File: config.mk
export PLATFORM = sky130hd
export DESIGN_NAME = mem_ram_top
export DESIGN_NICKNAME = d
export VERILOG_FILES = /design/src/mem_pkg.sv /design/src/mem_intf.sv /design/src/mem_cfg_regs.sv /design/src/mem_reset_fsm.sv /design/src/mem_ram_sdp_core.sv /design/src/mem_ram_top.sv
export SDC_FILE = /design/constraint.sdc
export NUM_CORES = 2
export LEC_CHECK = 0
export ABC_AREA = 1
export BUFFER_PORTS_ARGS = -buffer_cell sky130_fd_sc_hd__buf_4
export CORE_ASPECT_RATIO = 0.8
export CORE_MARGIN = 1.5
export CORE_UTILIZATION = 65
export CTS_CLUSTER_DIAMETER = 120
export DETAILED_ROUTE_END_ITERATION = 6
export PLACE_DENSITY_LB_ADDON = 0.08
export SYNTH_ARGS = -nofsm -noshare
export SYNTH_HDL_FRONTEND = slang
export SYNTH_SLANG_ARGS = --single-unit
File: constraint.sdc
create_clock -name rd_clk -period 8.65 [get_ports rd_clk]
set_input_delay 0.865 -clock rd_clk [delete_from_list [all_inputs] [get_ports rd_clk]]
set_output_delay 0.865 -clock rd_clk [all_outputs]
set_load 0.02 [all_outputs]
File: src/mem_pkg.sv
/*
 * Memory subsystem package
 * Sizes, read pipeline depth, init engine states and the
 * configuration word layout shared by the RAM blocks
 */

package mem_pkg;

    // ----------------------------------------
    // Array geometry
    // ----------------------------------------
    localparam int addr_wid = 6;
    localparam int data_wid = 32;
    localparam int depth    = 2 ** addr_wid;

    // Extra output registers after the array read register
    localparam int rd_pipeline_stages = 1;

    typedef logic [addr_wid-1:0] addr_t;
    typedef logic [data_wid-1:0] data_t;

    // ----------------------------------------
    // Configuration registers
    // ----------------------------------------
    localparam logic cfg_addr_ctrl    = 1'b0;
    localparam logic cfg_addr_pattern = 1'b1;

    // Control word, request bits in the low end
    typedef struct packed {
        logic [data_wid-3:0] reserved;
        logic                soft_rst;
        logic                init_req;
    } cfg_ctrl_t;

    // Same 32-bit word seen as control fields or as a fill pattern
    typedef union packed {
        cfg_ctrl_t ctrl;
        data_t     pattern;
    } cfg_word_u;

    // Init engine states
    localparam logic st_idle = 1'b0;
    localparam logic st_fill = 1'b1;

endpackage : mem_pkg

File: src/mem_intf.sv
/*
 * Memory port interface
 * Request, address, data, ack, ready and soft reset of one RAM port
 */

`timescale 1ns/1ps

interface mem_intf;
    import mem_pkg::*;

    // Request side
    logic  req;
    addr_t addr;
    data_t data;

    // Response side
    logic  ack;
    logic  rdy;

    // Soft reset toward the RAM port, one cycle pulse
    logic  rst;

    // Write port, controller drives the payload
    // Soft reset comes from the configuration block, not the controller
    modport wr_controller (
        output req, addr, data,
        input  ack, rdy
    );

    modport wr_peripheral (
        input  req, addr, data, rst,
        output ack, rdy
    );

    // Read port, data flows back to the controller
    modport rd_controller (
        output req, addr,
        input  data, ack, rdy
    );

    modport rd_peripheral (
        input  req, addr, rst,
        output data, ack, rdy
    );

endinterface : mem_intf

File: src/mem_cfg_regs.sv
/*
 * Configuration registers
 * Stores the fill pattern and turns control writes into
 * one-cycle init and soft reset pulses
 */

`timescale 1ns/1ps

module mem_cfg_regs (
    input  logic               rd_clk,
    input  logic               rd_srst_local,
    input  logic               cfg_wr,
    input  logic               cfg_addr,
    input  mem_pkg::cfg_word_u cfg_data,
    output mem_pkg::data_t     fill_pattern,
    output logic               init_start,
    output logic               soft_rst
);
    import mem_pkg::*;

    // Write decode per register
    logic ctrl_wr;
    logic pattern_wr;

    assign ctrl_wr    = cfg_wr && (cfg_addr == cfg_addr_ctrl);
    assign pattern_wr = cfg_wr && (cfg_addr == cfg_addr_pattern);

    // ----------------------------------------
    // Fill pattern register
    // ----------------------------------------
    always_ff @(posedge rd_clk) begin
        if (rd_srst_local) begin
            fill_pattern <= '0;
        end else if (pattern_wr) begin
            // Whole word taken as raw pattern
            fill_pattern <= cfg_data.pattern;
        end
    end

    // ----------------------------------------
    // Request pulses
    // ----------------------------------------
    always_ff @(posedge rd_clk) begin
        if (rd_srst_local) begin
            init_start <= 1'b0;
            soft_rst   <= 1'b0;
        end else begin
            // Same word read as control fields
            init_start <= ctrl_wr && cfg_data.ctrl.init_req;
            soft_rst   <= ctrl_wr && cfg_data.ctrl.soft_rst;
        end
    end

    // ----------------------------------------
    // Checks
    // ----------------------------------------
    // Downstream blocks expect single-cycle requests
    a_init_start_pulse: assert property (
        @(posedge rd_clk) disable iff (rd_srst_local)
        init_start |=> !init_start
    ) else $error("init_start held for more than one cycle");

    a_soft_rst_pulse: assert property (
        @(posedge rd_clk) disable iff (rd_srst_local)
        soft_rst |=> !soft_rst
    ) else $error("soft_rst held for more than one cycle");

endmodule : mem_cfg_regs

File: src/mem_reset_fsm.sv
/*
 * Init engine
 * Fills every RAM word with the pattern after reset or on request,
 * otherwise forwards external writes to the RAM write port
 */

`timescale 1ns/1ps

module mem_reset_fsm (
    input  logic           rd_clk,
    input  logic           rd_srst_local,
    input  logic           init_start,
    input  mem_pkg::data_t fill_pattern,
    input  logic           wr_req,
    input  mem_pkg::addr_t wr_addr,
    input  mem_pkg::data_t wr_data,
    mem_intf.wr_controller wr_if,
    output logic           init_done,
    output logic           wr_rdy
);
    import mem_pkg::*;

    logic  state;
    addr_t fill_addr;
    logic  fill_last;

    // Final word of the array
    assign fill_last = (fill_addr == addr_t'(depth - 1));

    // ----------------------------------------
    // State and fill address
    // ----------------------------------------
    always_ff @(posedge rd_clk) begin
        if (rd_srst_local) begin
            // Fill starts on its own once reset drops
            state     <= st_fill;
            fill_addr <= '0;
            init_done <= 1'b0;
        end else if (init_start) begin
            // New request restarts from word 0, also mid-fill
            state     <= st_fill;
            fill_addr <= '0;
            init_done <= 1'b0;
        end else if (state == st_fill && wr_if.rdy) begin
            // Advance only on accepted writes, so a soft reset stalls the fill
            fill_addr <= fill_addr + addr_t'(1);
            if (fill_last) begin
                state     <= st_idle;
                init_done <= 1'b1;
            end
        end
    end

    // ----------------------------------------
    // Write port mux
    // ----------------------------------------
    always_comb begin
        if (state == st_fill) begin
            // Own sequential writes, external side held off
            wr_if.req  = 1'b1;
            wr_if.addr = fill_addr;
            wr_if.data = fill_pattern;
            wr_rdy     = 1'b0;
        end else begin
            wr_if.req  = wr_req;
            wr_if.addr = wr_addr;
            wr_if.data = wr_data;
            wr_rdy     = wr_if.rdy;
        end
    end

    // Status flag kept separately from the state register
    a_no_done_in_fill: assert property (
        @(posedge rd_clk) disable iff (rd_srst_local)
        (state == st_fill) |-> !init_done
    ) else $error("init_done high during fill");

endmodule : mem_reset_fsm

File: src/mem_ram_sdp_core.sv
/*
 * Simple dual-port RAM core
 * Array with registered write ack, read register plus output
 * pipeline, and per-port soft reset handling
 */

`timescale 1ns/1ps

module mem_ram_sdp_core (
    input  logic           rd_clk,
    input  logic           rd_srst_local,
    mem_intf.wr_peripheral wr_if,
    mem_intf.rd_peripheral rd_if
);
    import mem_pkg::*;

    // Port resets, block reset merged with soft reset
    logic wr_port_rst;
    logic rd_port_rst;

    // Accepted requests
    logic wr_en;
    logic rd_en;

    // Storage
    data_t mem [depth];

    // Read path
    data_t                     rd_word;
    data_t                     rd_out [rd_pipeline_stages];
    logic [rd_pipeline_stages:0] rd_vld;

    // ----------------------------------------
    // Reset combining
    // ----------------------------------------
    // Registered, so a soft reset pulse costs one not-ready cycle
    always_ff @(posedge rd_clk) begin
        wr_port_rst <= rd_srst_local || wr_if.rst;
        rd_port_rst <= rd_srst_local || rd_if.rst;
    end

    // Ready unless the port is in reset
    assign wr_if.rdy = !wr_port_rst;
    assign rd_if.rdy = !rd_port_rst;

    assign wr_en = wr_if.req && wr_if.rdy;
    assign rd_en = rd_if.req && rd_if.rdy;

    // ----------------------------------------
    // Write side
    // ----------------------------------------
    always_ff @(posedge rd_clk) begin
        if (wr_en) begin
            mem[wr_if.addr] <= wr_if.data;
        end
    end

    // Ack in the cycle after acceptance
    always_ff @(posedge rd_clk) begin
        if (wr_port_rst) begin
            wr_if.ack <= 1'b0;
        end else begin
            wr_if.ack <= wr_en;
        end
    end

    // ----------------------------------------
    // Read side
    // ----------------------------------------
    // Array read register, same-edge write gives the old word
    always_ff @(posedge rd_clk) begin
        if (rd_en) begin
            rd_word <= mem[rd_if.addr];
        end
    end

    // Output registers, each loads when the stage before holds a valid word
    always_ff @(posedge rd_clk) begin
        if (rd_vld[0]) begin
            rd_out[0] <= rd_word;
        end
        for (int i = 1; i < rd_pipeline_stages; i++) begin
            if (rd_vld[i]) begin
                rd_out[i] <= rd_out[i-1];
            end
        end
    end

    // Valid chain, one bit per stage, dropped by port reset
    always_ff @(posedge rd_clk) begin
        if (rd_port_rst) begin
            rd_vld <= '0;
        end else begin
            rd_vld <= {rd_vld[rd_pipeline_stages-1:0], rd_en};
        end
    end

    assign rd_if.data = rd_out[rd_pipeline_stages-1];
    assign rd_if.ack  = rd_vld[rd_pipeline_stages];

    // ----------------------------------------
    // Latency checks
    // ----------------------------------------
    a_wr_ack_latency: assert property (
        @(posedge rd_clk) disable iff (rd_srst_local)
        wr_en |=> wr_if.ack
    ) else $error("wr_ack missing one cycle after accepted write");

    a_wr_ack_source: assert property (
        @(posedge rd_clk) disable iff (rd_srst_local)
        wr_if.ack |-> $past(wr_en)
    ) else $error("wr_ack without accepted write");

    // A soft reset inside the window may drop the read
    a_rd_ack_latency: assert property (
        @(posedge rd_clk) disable iff (rd_srst_local || rd_port_rst)
        rd_en |=> ##rd_pipeline_stages rd_if.ack
    ) else $error("rd_ack missing after accepted read");

    a_rd_ack_source: assert property (
        @(posedge rd_clk) disable iff (rd_srst_local)
        rd_if.ack |-> $past(rd_en, rd_pipeline_stages + 1)
    ) else $error("rd_ack without accepted read");

endmodule : mem_ram_sdp_core

File: src/mem_ram_top.sv
/*
 * RAM subsystem top level
 * Config registers, init engine and dual-port core on plain ports
 */

`timescale 1ns/1ps

module mem_ram_top (
    input  logic           rd_clk,
    input  logic           rd_srst_local,
    // External write port
    input  logic           wr_req,
    input  mem_pkg::addr_t wr_addr,
    input  mem_pkg::data_t wr_data,
    output logic           wr_rdy,
    output logic           wr_ack,
    // Read port
    input  logic           rd_req,
    input  mem_pkg::addr_t rd_addr,
    output logic           rd_rdy,
    output mem_pkg::data_t rd_data,
    output logic           rd_ack,
    // Configuration writes
    input  logic           cfg_wr,
    input  logic           cfg_addr,
    input  logic [31:0]    cfg_data,
    // Fill status
    output logic           init_done
);

    mem_pkg::data_t fill_pattern;
    logic           init_start;
    logic           soft_rst;

    // Core ports
    mem_intf wr_if ();
    mem_intf rd_if ();

    mem_cfg_regs u_cfg_regs (
        .rd_clk        (rd_clk),
        .rd_srst_local (rd_srst_local),
        .cfg_wr        (cfg_wr),
        .cfg_addr      (cfg_addr),
        .cfg_data      (cfg_data),
        .fill_pattern  (fill_pattern),
        .init_start    (init_start),
        .soft_rst      (soft_rst)
    );

    mem_reset_fsm u_reset_fsm (
        .rd_clk        (rd_clk),
        .rd_srst_local (rd_srst_local),
        .init_start    (init_start),
        .fill_pattern  (fill_pattern),
        .wr_req        (wr_req),
        .wr_addr       (wr_addr),
        .wr_data       (wr_data),
        .wr_if         (wr_if),
        .init_done     (init_done),
        .wr_rdy        (wr_rdy)
    );

    mem_ram_sdp_core u_core (
        .rd_clk        (rd_clk),
        .rd_srst_local (rd_srst_local),
        .wr_if         (wr_if),
        .rd_if         (rd_if)
    );

    // Soft reset goes to both ports
    assign wr_if.rst = soft_rst;
    assign rd_if.rst = soft_rst;

    // Read port straight onto the interface
    assign rd_if.req  = rd_req;
    assign rd_if.addr = rd_addr;
    assign rd_rdy     = rd_if.rdy;
    assign rd_data    = rd_if.data;
    assign rd_ack     = rd_if.ack;

    // Also pulses for the fill writes of the init engine
    assign wr_ack = wr_if.ack;

endmodule : mem_ram_top

Yosys cells after proc, flatten, opt, wreduce, memory -nomap -nowiden --
Memory sizes are Yosys's and may differ from the RTL's. A register that Yosys moved wholly into a read port is not among the register bits. Index checks and enable logic that the tools add are counted.
Cells by class: $add $sub $neg 1, equality and inequality tests 1, muxes and demuxes 8, bitwise logic cells 1, reductions and logical operators 11
Operator list (number):
- two-way mux 32 bit | 1
- logical AND 1 bit | 7
- adder 6 x 1 -> 6 bit (second input constant) | 1
- equality test 6 bit (second input constant) | 1
- two-way mux 1 bit | 6
- two-way mux 6 bit | 1
- AND reduction 2 bit | 1
- OR reduction 2 bit | 1
- logical NOT 1 bit | 1
- logical OR 1 bit | 1
- inverter 1 bit | 1
Word-level totals: register bits 46, memory bits (writable) 2080, input port bits 82, output and inout port bits 37, word-level logic and storage cells 33, memories kept 2
Memories:
- u_core.mem | depth 64, bits a word 32, read ports 1, clocked after Yosys merged registers in 1, write ports 1, RTL line mem_ram_sdp_core.sv:26 | data_t mem [depth];
- u_core.rd_out | depth 1, bits a word 32, read ports 1, clocked after Yosys merged registers in 0, write ports 1, RTL line mem_ram_sdp_core.sv:30 | data_t rd_out [rd_pipeline_stages];

Logic depth before layout (Yosys ltp) --
depth after elaboration 4, mapped depth 13, depth with buffers taken out 9

By module --
From an unflattened synthesis, not the netlist that was laid out.
Second synthesis, totals: cell total of the unflattened synthesis 7194, area, all modules 86397.9 um^2
By module, submodules not included:
- mem_ram_sdp_core | times used 1, cells an instance 6804, area each 84113.2 um^2, seq. area each 63520.9 um^2
- mem_cfg_regs | times used 1, cells an instance 211, area each 1405.1 um^2, seq. area each 680.7 um^2
- mem_reset_fsm | times used 1, cells an instance 179, area each 879.6 um^2, seq. area each 160.2 um^2

Worst setup path before layout --
Ideal clock, no wire load.
kind input-to-reg, from in wr_addr[1], to mem u_core.mem[0][0] in the netlist's numbering (enable), library setup time 0.421 ns, data arrival time 2.952 ns, required time 8.229 ns, path slack 5.277 ns, cell stages on the path 3, path buffers 0, cells stage by stage o21ai_0 nand4_1 nor2_1
Between the ends: longest elaborated chain between the ends 1
RTL lines:
- start, declared | RTL line mem_ram_top.sv:13 | input mem_pkg::addr_t wr_addr,
- two-way mux 6 bit | RTL line mem_reset_fsm.sv:58 | if (state == st_fill) begin
- end, declared | RTL line mem_ram_sdp_core.sv:26
Every way passes these cells.

Final worst setup path --
from reg u_reset_fsm.state, to mem u_core.mem[47][17] in the netlist's numbering (enable)
Between the ends: longest elaborated chain between the ends 4, elaborated cells between the ends (all ways) 5, classes of those cells 4 x mux; 1 x reduce/logical
RTL lines:
- start, declared | RTL line mem_reset_fsm.sv:23 | logic state;
- start signal, assigned | RTL line mem_reset_fsm.sv:36 | state <= st_fill;
- start signal, assigned | RTL line mem_reset_fsm.sv:41 | state <= st_fill;
- start signal, assigned | RTL line mem_reset_fsm.sv:48 | state <= st_idle;
- two-way mux 1 bit | RTL line mem_reset_fsm.sv:58
- logical AND 1 bit | RTL line mem_ram_sdp_core.sv:46 | assign wr_en = wr_if.req && wr_if.rdy;
- two-way mux 1 bit | RTL line mem_ram_sdp_core.sv:53 | if (wr_en) begin
- two-way mux 1 bit (implied by the code) | RTL line mem_ram_sdp_core.sv:54 | mem[wr_if.addr] <= wr_if.data;
Several ways; a longest one is shown, not always the timed one.

==> impl_metrics.py <==
metrics = {
    "run_status": {
        "status": "completed",
    },
    "clock_tree": {
        "cts.htree.levels": 4,
        "cts_made_buffers": 196,
        "post_cts_buffers": 0,
        "clockRootBuffer": "clkbuf_16",
        "post_cts_resize_count": 0,
        "clock_path_buffers": 3,
        "cts_tree": "yes",
        "cts.sinks": 2158,
        "clkLatencyLatePin_ns": 0.84,
        "hold_buffers": 0,
        "clk_pin_slew_worst_paths_ns": 0.06,
    },
    "yosys": {
        "synth_cell_types": 25,
        "yosys.area.top_type": "edfxtp_1",
        "ys_ff_latch": 2158,
        "synth_seq_area_share": 0.7480,
        "synth_nets": 7214,
        "postSynthAreaPerCell_sq_um": 12.06,
        "yosysWarnings": 0,
        "synth_area_leaders": "edfxtp_1, nand3_1, nand2_1",
        "synthCells": 7131,
        "syn_area_sq_mm": 0.08602,
        "yosysTopAreaCellShare": 0.7373,
    },
    "detailed_routing": {
        "ant_nets": 0,
        "drt_first_pass_iters": 6,
        "drc": 0,
        "post_drt_via_cell_ratio": 6.325,
        "wire_per_inst_microns": 26.22,
        "num_vias": 57140,
        "drtIter0Drc": 9106,
        "wirelength_microns": 236900,
    },
    "pwr": {
        "cellPowerDensity_mw_per_mm2": 223.6,
        "p_sw_mw": 4.726,
        "p_seq_frac": 0.549,
        "switching_share": 0.2234,
        "clock_power_share": 0.390,
        "p_comb_frac": 0.062,
        "p_leak_nw": 33.84,
        "irDropWorstVdd_uv": 225.4,
        "p_int_mw": 16.43,
    },
    "setup_path": {
        "crit_path_max_incr_delay_ns": 0.91,
        "required_ns": 9.14,
        "path_depth": 6,
        "cp-startpoint": "u_reset_fsm.state",
        "r2r_start": "u_reset_fsm.state",
        "cp-start-kind": "flip-flop",
        "slowest_stage": "nor2_4",
        "cp_max_fo": 39,
        "crit_type": "flip-flop to flip-flop",
        "arrival_ns": 4.65,
        "reg2reg_depth": 6,
        "end_kind": "flip-flop",
        "path_buf_inv": 3,
        "cp_top_family": "simple AND/OR/NAND/NOR gates",
        "worstPathCellList": "buf_4, o21ai_0, inv_1, nand4_1, nor2_4, buf_4",
        "crit_top_cell": "buf_4",
    },
    "layout": {
        "utilization": 0.7196,
        "nNetsFinal": 7203,
        "final_common_cell": "nand2_1",
        "final_cell_mix": "nand2_1, edfxtp_1, nand3_1",
        "drive_gt1_frac": 0.08313,
        "fin_cells": 9035,
        "area_growth_pct": 9.981,
        "final_area_sq_mm": 0.09460,
        "nFillCells": 8856,
    },
    "hold_path": {
        "hp-start": "rd_srst_local",
        "whs_path_depth": 2,
        "holdCritPathClass": "input port to flip-flop",
    },
    "grt": {
        "antenna_found_initial": 3,
        "grt.overflow.total": 0,
        "grtUsageMet1": 0.5194,
        "track_usage": 0.3533,
        "grt_util_met2": 0.5315,
        "grtUsageMet3": 0.07337,
        "grt_pass1_vias": 53860,
        "top_usage_layer": "met2",
        "grt_pass1_wl_microns": 347400,
        "grt_max_degree": 263,
    },
    "flow_run": {
        "max_cap_viol_count": 0,
    },
    "sta": {
        "period_minus_slack_ns": 4.160,
        "slew_viol_final": 0,
        "max_slew_margin": 0.03542,
        "rsz0062_at_grt": "no",
        "hold_ws_ns": 0.2332,
        "finalHoldViolCount": 0,
        "tightestPinTransition_ns": 1.442,
        "max_freq_mhz": 240.4,
        "setup_viol": 0,
        "tns_ns": 0,
        "fin_crit_sh": 0.4809,
        "fin_skew_ns": 0.02625,
    },
    "place": {
        "dp_cells": 8676,
        "io_buffers": 118,
        "place_area_sq_mm": 0.08863,
        "gp_congestion": 0.8133,
        "dpl.hpwl_microns": 115700,
    },
    "die": {
        "die_x_microns": 409.7,
        "std_cell_rows": 119,
        "die_y_microns": 328.4,
        "core_sq_mm": 0.1315,
        "io_pins": 119,
        "initial_utilization": 0.6543,
        "design.die.area_sq_mm": 0.1345,
    },
}
==> logic make-up after synthesis <==
logic type / count (synthesis) / synth area share
buffers and inverters: 493 / 0.02775
DFF: 2158 / 0.7480
AOI/OAI and AO/OA: 48 / 0.002793
adders and majority gates: 1 / 0.0001454
and+or+nand+nor: 4431 / 0.2213
==> routing by layer <==
| metal | part of all wire | routed length (microns) |
|---|---|---|
| met1 | 0.39 | 91820 |
| met2 | 0.45 | 107100 |
| met3 | 0.13 | 29820 |
| met4 | 0.034 | 8068 |
| met5 | 0.00019 | 46 |
==> state kept, by name (all words and copies together), names as in the netlist, 2 cells and up <==
signal	cells
u_cfg_regs.fill_pattern	32
u_core.rd_word	32
u_core.rd_vld	2
u_core.mem	2048
u_reset_fsm.fill_addr	6
u_core.rd_out	32
==> through the flow <==
step	setup slack (ns)	power [mW]
3_5_place_dp	4.368	13.10
4_1_cts	4.590	21.16
2_1_floorplan	5.277	12.61
3_3_place_gp	4.429	13.08
6_report	4.490	21.16
5_1_grt	4.344	21.67
==> power by group through the flow <==
stage          combinational (mW)  sequential [mW]  clock (mW)
2_1_floorplan               0.784             11.8           0
3_3_place_gp                 1.25             11.8           0
3_5_place_dp                 1.27             11.8           0
4_1_cts                      1.28             11.6        8.28
5_1_grt                      1.40             11.6        8.67
6_report                     1.30             11.6        8.25
==> worst paths after layout <==
| path | to | slack [ns] |
|---|---|---|
| setup / recovery | u_core.mem[47][17] | 4.49 |
| hold / removal | u_cfg_regs.soft_rst | 0.23 |
| setup reg to reg | u_core.mem[47][17] | 4.49 |
| hold reg to reg | u_core.wr_port_rst | 0.42 |
==> synth_stat cells <==
cell type     n
buf_8         1
nor3_1        5
a21oi_1       7
nand4_1       8
inv_2         2
clkbuf_1     97
buf_6         4
inv_1        26
nand2_1    2383
inv_4         1
buf_2       262
nor2_1      137
clkinv_1      1
o21ai_1       1
buf_1        55
o21ai_0      40
nand3_1    1895
edfxtp_1   2112
nor2_2        1
or2_2         1
ha_1          1
clkbuf_4      1
buf_4        43
nor4_1        1
dfxtp_1      46
==> layout make-up <==
class,count,area (sq um),share of cell area
clock buffer,251,5239,0.05538
antenna,3,7.507,0.00007935
multi-input combinational,4480,19860,0.2099
clock inverter,105,729.5,0.007711
inverter,30,150.1,0.001587
tap,1754,2195,0.02320
sequential,2158,64340,0.6801
timing repair buffer,254,2083,0.02202
Power figures use the tool's default switching activity.
